File: config.mk
export PLATFORM = sky130hd
export DESIGN_NAME = mem_pipe_top
export DESIGN_NICKNAME = d
export VERILOG_FILES = /design/src/hw/pipe_pkg.sv /design/src/hw/stage_if.sv /design/src/hw/ex_stage.sv /design/src/hw/mem_stage.sv /design/src/hw/wb_stage.sv /design/src/hw/mem_pipe_top.sv
export SDC_FILE = /design/constraint.sdc
export NUM_CORES = 1
export LEC_CHECK = 0
export ABC_AREA = 1
export BUFFER_PORTS_ARGS = -buffer_cell sky130_fd_sc_hd__clkbuf_2
export CORE_MARGIN = 3
export CORE_UTILIZATION = 59
export DETAILED_ROUTE_END_ITERATION = 8
export GPL_TIMING_DRIVEN = 0
export PLACE_DENSITY = 0.86
export SYNTH_ARGS = -nofsm -noshare
export SYNTH_HDL_FRONTEND = slang
export SYNTH_SLANG_ARGS = --single-unit
File: constraint.sdc
create_clock -name clk -period 19.2 [get_ports clk]
set_clock_uncertainty 0.1 [all_clocks]
set_input_delay 1.92 -clock clk [delete_from_list [all_inputs] [get_ports clk]]
set_output_delay 1.92 -clock clk [all_outputs]
set_load 0.01 [all_outputs]
File: src/hw/pipe_pkg.sv
package pipe_pkg;

    localparam int DATA_W = 32;

    // data_size encoding on the data port
    localparam logic [1:0] SIZE_B = 2'd0;
    localparam logic [1:0] SIZE_H = 2'd1;
    localparam logic [1:0] SIZE_W = 2'd2;

    typedef enum logic [3:0] {
        OP_ADD = 4'h0,
        LD_B   = 4'h1,
        LD_BU  = 4'h2,
        LD_H   = 4'h3,
        LD_HU  = 4'h4,
        LD_W   = 4'h5,
        ST_B   = 4'h6,
        ST_H   = 4'h7,
        ST_W   = 4'h8
    } mem_op_e;

    typedef struct packed {
        logic [DATA_W-1:0] pc;
        mem_op_e           op;
        logic [DATA_W-1:0] result;
        logic [4:0]        rd;
        logic              we;
        logic              ale;
    } es_payload_t;

    typedef struct packed {
        logic [DATA_W-1:0] pc;
        logic              we;
        logic [4:0]        rd;
        logic [DATA_W-1:0] wdata;
        logic              ale;
    } ms_payload_t;

    function automatic logic is_load(mem_op_e op);
        return op inside {LD_B, LD_BU, LD_H, LD_HU, LD_W};
    endfunction

    function automatic logic is_store(mem_op_e op);
        return op inside {ST_B, ST_H, ST_W};
    endfunction

endpackage

File: src/hw/stage_if.sv
`timescale 1ns/1ps

interface stage_if #(
    parameter type payload_t = logic
);

    logic     valid;
    logic     allowin;
    payload_t payload;

    // sending stage
    modport upstream (
        output valid,
        output payload,
        input  allowin
    );

    // receiving stage
    modport downstream (
        input  valid,
        input  payload,
        output allowin
    );

endinterface

File: src/hw/ex_stage.sv
`timescale 1ns/1ps

module ex_stage (
    input  logic                          clk,
    input  logic                          resetn,
    input  logic                          in_valid,
    output logic                          in_ready,
    input  logic [pipe_pkg::DATA_W-1:0]   in_pc,
    input  pipe_pkg::mem_op_e             in_op,
    input  logic [pipe_pkg::DATA_W-1:0]   in_base,
    input  logic [pipe_pkg::DATA_W-1:0]   in_offset,
    input  logic [pipe_pkg::DATA_W-1:0]   in_wdata,
    input  logic [4:0]                    in_rd,
    output logic                          data_req,
    output logic                          data_wr,
    output logic [1:0]                    data_size,
    output logic [3:0]                    data_wstrb,
    output logic [pipe_pkg::DATA_W-1:0]   data_addr,
    output logic [pipe_pkg::DATA_W-1:0]   data_wdata,
    input  logic                          data_addr_ok,
    stage_if.upstream                     out
);

    logic                        es_valid;
    logic [pipe_pkg::DATA_W-1:0] es_pc;
    pipe_pkg::mem_op_e           es_op;
    logic [pipe_pkg::DATA_W-1:0] es_base;
    logic [pipe_pkg::DATA_W-1:0] es_offset;
    logic [pipe_pkg::DATA_W-1:0] es_wdata;
    logic [4:0]                  es_rd;
    logic [pipe_pkg::DATA_W-1:0] es_addr;
    logic                        es_load;
    logic                        es_store;
    logic                        es_ale;
    logic                        es_need_req;
    logic                        es_ready_go;
    pipe_pkg::es_payload_t       es_out;

    always_ff @(posedge clk) begin
        if (!resetn) begin
            es_valid <= 1'b0;
        end else if (in_ready) begin
            es_valid <= in_valid;
        end
    end

    always_ff @(posedge clk) begin
        if (in_valid && in_ready) begin
            es_pc     <= in_pc;
            es_op     <= in_op;
            es_base   <= in_base;
            es_offset <= in_offset;
            es_wdata  <= in_wdata;
            es_rd     <= in_rd;
        end
    end

    assign es_addr  = es_base + es_offset;
    assign es_load  = pipe_pkg::is_load(es_op);
    assign es_store = pipe_pkg::is_store(es_op);

    always_comb begin
        case (es_op)
            pipe_pkg::LD_H, pipe_pkg::LD_HU, pipe_pkg::ST_H: es_ale = es_addr[0];
            pipe_pkg::LD_W, pipe_pkg::ST_W:                  es_ale = |es_addr[1:0];
            default:                                         es_ale = 1'b0;
        endcase
    end

    // size, lane-replicated store data and byte strobes
    always_comb begin
        data_size  = pipe_pkg::SIZE_W;
        data_wdata = es_wdata;
        data_wstrb = 4'b0000;
        case (es_op)
            pipe_pkg::LD_B, pipe_pkg::LD_BU: begin
                data_size = pipe_pkg::SIZE_B;
            end
            pipe_pkg::LD_H, pipe_pkg::LD_HU: begin
                data_size = pipe_pkg::SIZE_H;
            end
            pipe_pkg::ST_B: begin
                data_size  = pipe_pkg::SIZE_B;
                data_wdata = {4{es_wdata[7:0]}};
                data_wstrb = 4'b0001 << es_addr[1:0];
            end
            pipe_pkg::ST_H: begin
                data_size  = pipe_pkg::SIZE_H;
                data_wdata = {2{es_wdata[15:0]}};
                data_wstrb = es_addr[1] ? 4'b1100 : 4'b0011;
            end
            pipe_pkg::ST_W: begin
                data_wstrb = 4'b1111;
            end
            default: begin
                data_size = pipe_pkg::SIZE_W;
            end
        endcase
    end

    // request only once the memory stage can take the item
    assign es_need_req = (es_load | es_store) & ~es_ale;
    assign data_req    = es_valid & es_need_req & out.allowin;
    assign data_wr     = es_store;
    assign data_addr   = es_addr;

    assign es_ready_go = ~es_need_req | (data_req & data_addr_ok);
    assign in_ready    = ~es_valid | (es_ready_go & out.allowin);

    assign es_out.pc     = es_pc;
    assign es_out.op     = es_op;
    assign es_out.result = es_addr;
    assign es_out.rd     = es_rd;
    assign es_out.we     = (es_load | (es_op == pipe_pkg::OP_ADD)) & ~es_ale;
    assign es_out.ale    = es_ale;

    assign out.valid   = es_valid & es_ready_go;
    assign out.payload = es_out;

endmodule

File: src/hw/mem_stage.sv
`timescale 1ns/1ps

module mem_stage (
    input  logic                        clk,
    input  logic                        resetn,
    input  logic                        data_data_ok,
    input  logic [pipe_pkg::DATA_W-1:0] data_rdata,
    stage_if.downstream                 in,
    stage_if.upstream                   out
);

    logic                        ms_valid;
    logic                        ms_ready_go;
    logic                        ms_req_issued;
    pipe_pkg::es_payload_t       ms_r;
    logic                        buf_valid;
    logic [pipe_pkg::DATA_W-1:0] data_buf;
    logic [pipe_pkg::DATA_W-1:0] rdata;
    logic [pipe_pkg::DATA_W-1:0] shifted;
    logic [pipe_pkg::DATA_W-1:0] ms_wdata;
    logic                        ms_leave;
    logic                        catch_data;
    pipe_pkg::ms_payload_t       ms_out;

    always_ff @(posedge clk) begin
        if (!resetn) begin
            ms_valid <= 1'b0;
        end else if (in.allowin) begin
            ms_valid <= in.valid;
        end
    end

    always_ff @(posedge clk) begin
        if (in.valid && in.allowin) begin
            ms_r <= in.payload;
        end
    end

    // a request went out for every aligned load or store
    always_ff @(posedge clk) begin
        if (!resetn) begin
            ms_req_issued <= 1'b0;
        end else if (in.valid && in.allowin) begin
            ms_req_issued <= (pipe_pkg::is_load(in.payload.op)
                              | pipe_pkg::is_store(in.payload.op))
                             & ~in.payload.ale;
        end
    end

    assign ms_leave   = out.valid & out.allowin;
    assign catch_data = ms_valid & ms_req_issued & data_data_ok & ~buf_valid;

    // hold read data that arrives while stalled
    always_ff @(posedge clk) begin
        if (!resetn) begin
            buf_valid <= 1'b0;
        end else if (ms_leave) begin
            buf_valid <= 1'b0;
        end else if (catch_data) begin
            buf_valid <= 1'b1;
        end
    end

    always_ff @(posedge clk) begin
        if (catch_data) begin
            data_buf <= data_rdata;
        end
    end

    assign ms_ready_go = ~ms_req_issued | buf_valid | data_data_ok;
    assign in.allowin  = ~ms_valid | (ms_ready_go & out.allowin);
    assign out.valid   = ms_valid & ms_ready_go;

    assign rdata   = buf_valid ? data_buf : data_rdata;
    assign shifted = rdata >> {ms_r.result[1:0], 3'b000};

    always_comb begin
        case (ms_r.op)
            pipe_pkg::LD_B:  ms_wdata = {{24{shifted[7]}}, shifted[7:0]};
            pipe_pkg::LD_BU: ms_wdata = {24'b0, shifted[7:0]};
            pipe_pkg::LD_H:  ms_wdata = {{16{shifted[15]}}, shifted[15:0]};
            pipe_pkg::LD_HU: ms_wdata = {16'b0, shifted[15:0]};
            pipe_pkg::LD_W:  ms_wdata = rdata;
            // add result or store address
            default:         ms_wdata = ms_r.result;
        endcase
    end

    assign ms_out.pc    = ms_r.pc;
    assign ms_out.we    = ms_r.we & ~ms_r.ale;
    assign ms_out.rd    = ms_r.rd;
    assign ms_out.wdata = ms_wdata;
    assign ms_out.ale   = ms_r.ale;

    assign out.payload = ms_out;

endmodule

File: src/hw/wb_stage.sv
`timescale 1ns/1ps

module wb_stage (
    input  logic                        clk,
    input  logic                        resetn,
    stage_if.downstream                 in,
    input  logic                        retire_ready,
    output logic                        retire_valid,
    output logic [pipe_pkg::DATA_W-1:0] retire_pc,
    output logic                        retire_we,
    output logic [4:0]                  retire_waddr,
    output logic [pipe_pkg::DATA_W-1:0] retire_wdata,
    output logic                        retire_ale
);

    logic                  ws_valid;
    pipe_pkg::ms_payload_t ws_r;

    // take a new item when empty or when the held one retires
    assign in.allowin = ~ws_valid | retire_ready;

    always_ff @(posedge clk) begin
        if (!resetn) begin
            ws_valid <= 1'b0;
        end else if (in.allowin) begin
            ws_valid <= in.valid;
        end
    end

    always_ff @(posedge clk) begin
        if (in.valid && in.allowin) begin
            ws_r <= in.payload;
        end
    end

    assign retire_valid = ws_valid;
    assign retire_pc    = ws_r.pc;
    // r0 is never written
    assign retire_we    = ws_r.we & (ws_r.rd != 5'd0);
    assign retire_waddr = ws_r.rd;
    assign retire_wdata = ws_r.wdata;
    assign retire_ale   = ws_r.ale;

endmodule

File: src/hw/mem_pipe_top.sv
`timescale 1ns/1ps

module mem_pipe_top (
    input  logic                        clk,
    input  logic                        resetn,
    input  logic                        in_valid,
    output logic                        in_ready,
    input  logic [pipe_pkg::DATA_W-1:0] in_pc,
    input  pipe_pkg::mem_op_e           in_op,
    input  logic [pipe_pkg::DATA_W-1:0] in_base,
    input  logic [pipe_pkg::DATA_W-1:0] in_offset,
    input  logic [pipe_pkg::DATA_W-1:0] in_wdata,
    input  logic [4:0]                  in_rd,
    output logic                        data_req,
    output logic                        data_wr,
    output logic [1:0]                  data_size,
    output logic [3:0]                  data_wstrb,
    output logic [pipe_pkg::DATA_W-1:0] data_addr,
    output logic [pipe_pkg::DATA_W-1:0] data_wdata,
    input  logic                        data_addr_ok,
    input  logic                        data_data_ok,
    input  logic [pipe_pkg::DATA_W-1:0] data_rdata,
    output logic                        retire_valid,
    input  logic                        retire_ready,
    output logic [pipe_pkg::DATA_W-1:0] retire_pc,
    output logic                        retire_we,
    output logic [4:0]                  retire_waddr,
    output logic [pipe_pkg::DATA_W-1:0] retire_wdata,
    output logic                        retire_ale
);

    stage_if #(.payload_t(pipe_pkg::es_payload_t)) es2ms ();
    stage_if #(.payload_t(pipe_pkg::ms_payload_t)) ms2ws ();

    ex_stage u_ex (
        .clk          (clk),
        .resetn       (resetn),
        .in_valid     (in_valid),
        .in_ready     (in_ready),
        .in_pc        (in_pc),
        .in_op        (in_op),
        .in_base      (in_base),
        .in_offset    (in_offset),
        .in_wdata     (in_wdata),
        .in_rd        (in_rd),
        .data_req     (data_req),
        .data_wr      (data_wr),
        .data_size    (data_size),
        .data_wstrb   (data_wstrb),
        .data_addr    (data_addr),
        .data_wdata   (data_wdata),
        .data_addr_ok (data_addr_ok),
        .out          (es2ms.upstream)
    );

    mem_stage u_mem (
        .clk          (clk),
        .resetn       (resetn),
        .data_data_ok (data_data_ok),
        .data_rdata   (data_rdata),
        .in           (es2ms.downstream),
        .out          (ms2ws.upstream)
    );

    wb_stage u_wb (
        .clk          (clk),
        .resetn       (resetn),
        .in           (ms2ws.downstream),
        .retire_ready (retire_ready),
        .retire_valid (retire_valid),
        .retire_pc    (retire_pc),
        .retire_we    (retire_we),
        .retire_waddr (retire_waddr),
        .retire_wdata (retire_wdata),
        .retire_ale   (retire_ale)
    );

endmodule

==> impl_metrics.tcl, run 1 <==
set metrics [dict create \
    cp-end-kind "output pin" \
    grt_start_max_net_pins 76 \
    cts_tree "built" \
    async_flop_share_pct 0 \
    overflow 0 \
    grt_pass1_vias 10400 \
    switching_share_pct 25.7 \
    r2r-start "u_ex.es_offset[0]$_DFFE_PP_" \
    synth_area_leaders "edfxtp_1 65%, nand2_1 7.3%, buf_4 5.7%" \
    hold_violations 0 \
    min-delay-start "u_mem.out.payload[47]$_DFFE_PP_" \
    seq_area_frac_synth_pct 65.9 \
    ys_types 48 \
    io_pins 320 \
    p_leak_nw 7.66 \
    cts_resized 0 \
    syn-num-nets 1450 \
    power_density_mw_per_mm2 95.8 \
    synth_edf_count 315 \
    status "complete, no violations" \
    power.internal_mw 1.25 \
    worstSetupPathType "reg -> out" \
    clockPowerShare_pct 34.3 \
    grt_use_total_pct 26.9 \
    layout_min_cycle_time_ns 5.06 \
    postCtsSetupRepairBufs 0 \
    cts_buffers 31 \
    relSlewSlack_pct 35.4 \
    synth_area_per_cell_um2 11.7 \
    clock_sinks 320 \
    die-area_mm2 0.0265 \
    core_area_mm2 0.0238 \
    yosysMostFrequentCell "edfxtp_1" \
    initial_core_util_pct 60.8 \
    drc_errors 0 \
    ant_nets 0 \
    vias_per_cell 5.38 \
    setup_tns_ns 0 \
    grt_setup_unrepaired "no" \
    p_sw_mw 0.433 \
    nets 1808 \
    area_growth_pct 21.5 \
    netlist_instances 1243 \
    antenna_found_initial 0 \
    arrival_ns 3.04 \
    wire_per_inst_um 18.7 \
    startpoint_type "register" \
    drive_gt1_share_pct 32.6 \
    dr.first_iter.drc_count 989 \
    timing.reg2reg.setup_slack_ns 15.53 \
    holdBufCountCts 0 \
    synth_common_cells "315 x edfxtp_1, 281 x nand2_1, 111 x buf_4" \
    num_rows 56 \
    synth_top_area_share_pct 65.3 \
    placed_cell_area_mm2 0.0166 \
    drt_pass1_iterations 5 \
    synth_ff_type "edfxtp_1" \
    finalSetupViolCount 0 \
    max_freq_mhz 198 \
    hold-worst-slack_ns 0.311 \
    clk_pin_slew_ns 0.06 \
    wl_um 36300 \
    hold_path_class "reg -> reg" \
    worstMarginPinSlew_ns 0.967 \
    antennaDiodeCount 0 \
    htreeDepth 1 \
    die_h_um 163 \
    fin_crit_sh_pct 26.3 \
    maxCapViolations 0 \
    gp_congestion 0.900 \
    rr_worst_depth 13 \
    yosys.area.top_type "edfxtp_1" \
    post-route-util_pct 73.9 \
    port_buffers 319 \
    cts-root-buf "clkbuf_16" \
    r2r-end "u_ex.es_base[23]$_DFFE_PP_" \
    die_w_um 163 \
    synth.ff_latch_count 320 \
    placed_cells 1887 \
    syn_area_mm2 0.0145 \
    drv_slew 0 \
    required_ns 17.18 \
    power.share.sequential_pct 49.5 \
    hold-path-endpoint "u_wb.retire_pc[8]$_DFFE_PP_" \
    yosys_warnings 0 \
    peakVddDrop_v 0.0000760 \
    clkLatencyLatePin_ns 0.57 \
    stdcell_count 1944 \
    vias 10500 \
    dpl.hpwl_um 27300 \
    final_cell_area_mm2 0.0176 \
    clockBufferDepth 3 \
    pwr-share-comb_pct 16.2 \
    hold_depth 0 \
    grt_pass1_wl_um 55400 \
    critPathMaxFanout 5 \
]
==> final cells by class <==
class                      instances  area (um2)
sequential                       320        9560
fill                            1598        6210
multi-input combinational        677        3580
timing repair buffer             325        1720
buffer                           132         948
clock buffer                      36         795
inverter                         114         433
tap                              319         399
clock inverter                    21         174
==> through the flow <==
stage | power (mW) | worst slack (ns)
4_1_cts | 1.69 | 14.13
6_report | 1.69 | 14.14
3_3_place_gp | 1.11 | 6.78
3_5_place_dp | 1.12 | 14.20
2_1_floorplan | 1.01 | 9.35
5_1_grt | 1.75 | 13.96
==> placed cells by master (no fill, tap or decap), types with 16 or more instances in the layout <==
cell type	Yosys	routed
clkbuf_2	0	319
edfxtp_1	315	315
nand2_1	281	281
buf_4	111	111
inv_1	108	107
o21ai_0	64	64
nor2_1	57	55
nand3_1	50	50
a21oi_1	46	45
ha_1	31	31
clkbuf_16	0	31
o2111ai_1	16	16
xor2_1	16	16
==> per-layer routing <==
metal | GRT usage, % | vias to the layer above | part of all wire (%)
met5 | 0 | - | 0
met2 | 46.6 | 512 | 50
met4 | 11.0 | 0 | 4.3
li1 | - | 4934 | -
met1 | 34.4 | 4904 | 39
met3 | 3.89 | 103 | 6.9
==> flip-flops by register name, indices dropped and copies added (netlist names), 32 cells and up <==
| register | cells |
|---|---|
| u_ex.es_pc | 32 |
| u_ex.es_offset | 32 |
| u_wb.retire_pc | 32 |
| u_ex.es_base | 32 |
| u_mem.ms_r | 37 |
| u_mem.out.payload | 38 |
| u_mem.data_buf | 32 |
| u_wb.retire_wdata | 32 |
| u_ex.es_wdata | 32 |
==> worst max path at each step <==
stage / start / slack, ns / to
2_1_floorplan: retire_ready / 9.35 / u_ex.es_base[0]$_DFFE_PP_
3_3_place_gp: retire_ready / 6.78 / u_ex.es_base[25]$_DFFE_PP_
3_5_place_dp: retire_ready / 14.20 / in_ready
4_1_cts: u_ex.es_offset[0]$_DFFE_PP_ / 14.13 / data_addr[14]
5_1_grt: u_ex.es_offset[0]$_DFFE_PP_ / 13.96 / data_addr[14]
6_report: u_ex.es_offset[0]$_DFFE_PP_ / 14.14 / data_addr[14]
==> cells by family (layout without fill, tap and decap cells) <==
| logic type | after synthesis | after routing | synth area share (%) |
|---|---|---|---|
| XOR/XNOR | 20 | 20 | 1.21 |
| AND/OR/NAND/NOR | 454 | 454 | 13.5 |
| multiplexers | 5 | 5 | 0.345 |
| adder cells (fa/ha/maj) | 32 | 32 | 2.81 |
| AO/OA/AOI/OAI | 166 | 166 | 6.72 |
| flip-flops | 320 | 320 | 65.9 |
| buffers and inverters | 246 | 628 | 9.51 |
==> worst max-delay path, stage by stage (launching register included) <==
cell and delay [ns]:
edfxtp_1 0.34, ha_1 0.24, inv_1 0.07, fa_1 0.44, o21ai_2 0.32, nand2_2 0.08, nand2_2 0.09, nand3_1 0.08
nand2_2 0.13, xor2_1 0.38, buf_4 0.19, clkbuf_2 0.12
==> power groups by stage <==
stage | clock network, mW | logic (mW) | registers [mW]
finish | 0.579 | 0.273 | 0.835
global route | 0.615 | 0.297 | 0.838
CTS | 0.586 | 0.272 | 0.835
detailed placement | 0 | 0.269 | 0.850
global placement | 0 | 0.258 | 0.855
floorplan | 0 | 0.163 | 0.850
No activity file was read; power rests on OpenSTA's default activity.
==> run 2: changes to the inputs <==
CORE_UTILIZATION = 49   (was 59)
PLACE_DENSITY = 0.76   (was 0.86)
clock period = 4.4 ns   (was 19.2 ns; I/O delays follow)
==> run 2 against run 1 <==
Non-clock buffer count up 151. Sequential cell count stayed put. Die area is 20% higher. Clock-buffer cell count is 5 higher. First-iteration DRC count decreased by 18%.
==> impl_metrics.tcl, run 2 (synthesis gave the netlist of run 1 again) <==
set metrics [dict create \
    drv_slew 0 \
    crit_path_cell_trace "ha_1 -> inv_1 -> fa_1 -> nand2_1 -> nand2_1 -> nand2_2 -> nor2_2 -> o21ai_2 -> nand2_1 -> a21oi_4 -> buf_12 -> buf_16 -> buf_12" \
    grt_pass1_vias 11100 \
    hold-worst-slack_ns 0.0146 \
    max_freq_mhz 274 \
    drt_pass1_iterations 9 \
    layout_min_cycle_time_ns 3.65 \
    wire_per_inst_um 17.9 \
    peakVddDrop_v 0.000374 \
    antenna_found_initial 0 \
    postCtsSetupRepairBufs 0 \
    largest_reg_flops 38 \
    fin_crit_sh_pct 83.1 \
    antennaDiodeCount 0 \
    route.met3.wl_um 2360 \
    dpl.hpwl_um 27600 \
    cts-root-buf "clkbuf_16" \
    num_rows 62 \
    routed-wl-met2_um 19700 \
    critPathMaxFanout 32 \
    hold_violations 0 \
    grt_setup_unrepaired "no" \
    worst_slack_ns 0.745 \
    cp_top_family "buffers and inverters" \
    maxCapViolations 0 \
    place_ws_ns 0.686 \
    total_power_mw 7.89 \
    htreeDepth 2 \
    gp_congestion 0.926 \
    relSlewSlack_pct 34.2 \
    finalSetupViolCount 0 \
    vias_per_cell 5.07 \
    cp-end-kind "register" \
    startpoint_type "register" \
    die-area_mm2 0.0317 \
    required_ns 4.52 \
    core_area_mm2 0.0289 \
    hold_path_class "in -> reg" \
    drc_errors 0 \
    arrival_ns 3.78 \
    p_leak_nw 8.39 \
    die_h_um 178 \
    top_layer "met4" \
    clkLatencyLatePin_ns 0.53 \
    die_w_um 178 \
    worst-path-buf-inv 4 \
    layout_commonest_cell "clkbuf_2" \
    clockBufferDepth 3 \
    status "complete, no violations" \
    slowest_stage "a21oi_4" \
    clock_sinks 320 \
    wl_met1_um 15400 \
    grt_use_total_pct 24.2 \
    wl_um 38800 \
    io_pins 320 \
    overflow 0 \
    clk_pin_slew_ns 0.06 \
    grt_pass1_wl_um 59100 \
    mostFrequentLayoutCells "319 x clkbuf_2, 315 x edfxtp_1, 281 x nand2_1" \
    area_growth_pct 33.9 \
    dr.first_iter.drc_count 808 \
    worstMarginPinSlew_ns 0.985 \
    grt_start_max_net_pins 56 \
    drive_gt1_share_pct 30.0 \
    ant_nets 0 \
    critical_path.most_common_cell "nand2_1" \
    cts_buffers 34 \
    cts_tree "built" \
    initial_core_util_pct 50.1 \
    critical_path.max_stage_delay_ns 0.71 \
    power_density_mw_per_mm2 406 \
    setup_tns_ns 0 \
    nets 1962 \
    port_buffers 319 \
    worstSetupPathType "reg -> reg" \
    vias 11000 \
]
[run 2: cell types whose count changed in the layout (fill, tap and decap cells not counted), moves of 2 or more]
cell,delta
bufinv_16,+2
clkbuf_8,+3
clkinv_4,+2
clkbuf_16,+3
dlygate4sd3_1,+150
clkinv_2,-5
[run 2: where the power goes]
part / total (mW) / internal (mW) / switching, mW
Combinational: 1.31 / 0.560 / 0.754
Clock: 2.93 / 1.73 / 1.20
Sequential: 3.64 / 3.58 / 0.0575
[run 2: metrics by stage]
stage	cells	cell area, um2	utilization [%]
2_1_floorplan	1243	14500	-
3_5_place_dp	1953	16800	57.9
5_1_grt	2165	19400	67.1
3_3_place_gp	1946	16600	57.3
4_1_cts	2165	19400	67.1
6_report	2165	19400	67.1
[run 2: area by class of cell]
class	instances	area, um2
buffer	132	948
multi-input combinational	677	3580
inverter	114	433
clock buffer	41	907
tap	384	480
sequential	320	9560
timing repair buffer	476	3250
fill	2177	9520
clock inverter	21	250
[run 2: final timing paths]
| kind | start | endpoint | slack (ns) | depth (start not counted) |
|---|---|---|---|---|
| worst min register to register | u_ex.es_pc[30]$_DFFE_PP_ | u_mem.out.payload[69]$_DFFE_PP_ | 0.32 | 0 |
| worst max-delay path | u_ex.es_offset[0]$_DFFE_PP_ | u_ex.es_offset[13]$_DFFE_PP_ | 0.75 | 13 |
| worst max register to register | u_ex.es_offset[0]$_DFFE_PP_ | u_ex.es_offset[13]$_DFFE_PP_ | 0.75 | 13 |
| worst min-delay path | data_rdata[6] | u_mem.data_buf[6]$_DFFE_PP_ | 0.01 | 1 |
[run 2: per-layer routing]
| metal | vias to the layer above | global-route usage (%) |
|---|---|---|
| met5 | - | 0 |
| met4 | 0 | 9.23 |
| met3 | 98 | 3.30 |
| met2 | 462 | 42.5 |
| met1 | 5158 | 30.6 |
| li1 | 5252 | - |
[run 2: repair_timing]
item                      4_1_cts  5_1_grt
resized for setup               0        0
hold buffers                  150        0
hold endpoints to repair      150        0
==> run 3: changes to the inputs <==
ABC_AREA = 0   (was 1)
CORE_UTILIZATION = 54   (was 49)
PLACE_DENSITY = 0.8   (was 0.76)
clock period = 3.8 ns   (was 4.4 ns; I/O delays follow)
==> run 3 against run 2 <==
The run now ends with setup timing left. Core utilization grew 8.9 points. Synthesized area down 2.6%. Via count shrank 5.1%. Setup slack worse by 0.86 ns. Non-clock buffer count increased by 41. First-iteration DRC count up 22%. Hold slack improved by 0.014 ns. Clock power increased by 13%. Critical path depth fell by 1. Combinational power up 14%. Clock-buffer cell count did not move. Final cell count is 13% lower. Critical endpoint is now data_addr[28]. Largest cell class unchanged.
==> impl_metrics.tcl, run 3 <==
set metrics [dict create \
    status "finished, violations left" \
    violations "setup timing" \
    num_rows 58 \
    startpoint_type "register" \
    synth_xor_area_share_pct 1.74 \
    yosysMostFrequentCell "edfxtp_1" \
    grt_pass1_wl_um 59700 \
    syn-num-nets 1186 \
    die-area_mm2 0.0281 \
    seq_area_frac_synth_pct 67.7 \
    worst_slack_ns -0.112 \
    overflow 0 \
    hold_path_class "in -> reg" \
    gp_congestion 0.958 \
    r2r-start "u_ex.es_offset[0]$_DFFE_PP_" \
    clkLatencyLatePin_ns 0.51 \
    power_density_mw_per_mm2 467 \
    clock_sinks 320 \
    yosys_warnings 0 \
    core_area_mm2 0.0254 \
    total_power_mw 9.02 \
    finalSetupViolCount 2 \
    ant_nets 0 \
    largest_reg_flops 38 \
    mostFrequentLayoutCells "315 x clkbuf_2, 315 x edfxtp_1, 169 x dlygate4sd3_1" \
    cts-root-buf "clkbuf_16" \
    nFillCells 1468 \
    vias 10400 \
    clk_pin_slew_ns 0.06 \
    vias_per_cell 5.55 \
    nets 1725 \
    htreeDepth 2 \
    maxCapViolations 0 \
    muxShareOfSynthArea_pct 4.71 \
    synth_area_per_cell_um2 14.4 \
    min-delay-start "in_valid" \
    synth_common_cells "315 x edfxtp_1, 109 x buf_4, 60 x nand2_1" \
    worstSetupPathType "reg -> out" \
    synth_top_area_share_pct 67.0 \
    grt_setup_unrepaired "yes" \
    setup_tns_ns -0.167 \
    dr.first_iter.drc_count 983 \
    port_buffers 319 \
    synth_edf_count 315 \
    wire_per_inst_um 21.2 \
    hold_violations 0 \
    arrival_ns 3.43 \
    dpl.hpwl_um 24300 \
    fin_crit_sh_pct 103 \
    grt_start_max_net_pins 72 \
    synth_top_family_by_area "compound AO/OA/AOI/OAI gates" \
    netlist_instances 979 \
    critPathMaxFanout 3 \
    cts_buffers 34 \
    drc_errors 0 \
    peakVddDrop_v 0.000438 \
    async_flop_share_pct 0 \
    clockBufferDepth 3 \
    cts_tree "built" \
    synth.ff_latch_count 320 \
    max_freq_mhz 256 \
    place_ws_ns 0.293 \
    drv_slew 0 \
    grt_use_total_pct 27.4 \
    grt_pass1_vias 10600 \
    io_pins 320 \
    synth_ff_type "edfxtp_1" \
    initial_core_util_pct 55.6 \
    drive_gt1_share_pct 37.3 \
    relSlewSlack_pct 28.6 \
    cp-startpoint "u_ex.es_offset[0]$_DFFE_PP_" \
    synthSimpleGateAreaFrac_pct 5.98 \
    ys_types 72 \
    cp-end-kind "output pin" \
    area_growth_pct 36.8 \
    die_h_um 168 \
    worstMarginPinSlew_ns 1.07 \
    die_w_um 168 \
    synth_adder_area_share_pct 2.89 \
    required_ns 3.32 \
    synth_area_leaders "edfxtp_1 67%, buf_4 5.8%, ha_1 2.7%" \
    layout_min_cycle_time_ns 3.91 \
    syn_area_mm2 0.0141 \
    wl_um 39800 \
    post-route-util_pct 76.0 \
    drt_pass1_iterations 5 \
    synth-compound-area-share_pct 9.46 \
    yosys.area.top_type "edfxtp_1" \
    p_leak_nw 7.77 \
    antenna_found_initial 2 \
]
==> run 3: layer usage <==
layer	global-route usage (%)	wire, um	up-vias
li1	-	-	4695
met1	33.0	14400	4960
met2	48.3	20500	623
met3	5.10	3020	131
met4	11.8	1840	0
met5	0	0	-
==> run 3: cells by family (layout without fill, tap and decap cells) <==
family | Yosys count | after routing
flops | 320 | 320
compound gates | 196 | 196
simple gates | 174 | 174
buf+inv | 168 | 733
mux | 61 | 61
fa+ha+maj | 32 | 32
xor+xnor | 28 | 28
other cells | 0 | 2
==> run 3: path summary, 6_finish.rpt <==
check                                    endpoint  cells after the start  slack, ns
setup / recovery                    data_addr[28]                     12      -0.11
hold / removal         u_ex.es_valid$_SDFFE_PN0P_                      2       0.03
setup reg to reg     u_ex.es_offset[14]$_DFFE_PP_                     10       0.38
hold reg to reg   u_mem.out.payload[36]$_DFFE_PP_                      0       0.30
==> run 3: final cells by class <==
class | count | area [um2] | share of cell area [%]
Sequential cell | 320 | 9560 | 49.5
Multi-Input combinational cell | 491 | 3650 | 18.9
Buffer | 140 | 937 | 4.85
Tap cell | 330 | 413 | 2.14
Antenna cell | 2 | 5.00 | 0.0259
Clock inverter | 21 | 233 | 1.21
Timing Repair Buffer | 509 | 3550 | 18.4
Inverter | 22 | 85.1 | 0.441
Clock buffer | 41 | 877 | 4.54
==> run 3: what timing repair did <==
action                                 in CTS  in global routing
cloned                                      0                  0
setup endpoints to repair                   9                 14
hold buffers                              168                  1
pin swaps                                  13                 22
buffers inserted                            6                  7
gates resized for setup                    10                 23
endpoints found under the hold margin     168                  1
==> run 3: report_power, final <==
group | switching, mW | internal (mW)
registers | 0.0766 | 4.13
clock network | 1.38 | 1.94
logic | 0.791 | 0.697
==> run 3: per-stage QoR <==
step | cells | area, um2 | hold WS (ns)
6_report | 1876 | 19300 | 0.0290
2_1_floorplan | 979 | 14100 | 0.300
3_3_place_gp | 1628 | 16100 | 0.301
4_1_cts | 1870 | 19200 | 0.00270
3_5_place_dp | 1636 | 16300 | 0.305
5_1_grt | 1876 | 19300 | 0.0521
==> run 3: worst max-delay path, stage by stage, from the launching register on <==
cell,delay [ns]
edfxtp_1,0.42
ha_4,0.19
inv_2,0.05
fa_2,0.18
and2b_2,0.24
o2111ai_4,0.22
a2111oi_4,0.13
nor3b_2,0.33
o22ai_2,0.22
a2111oi_2,0.56
a21oi_2,0.09
buf_4,0.16
clkbuf_2,0.13
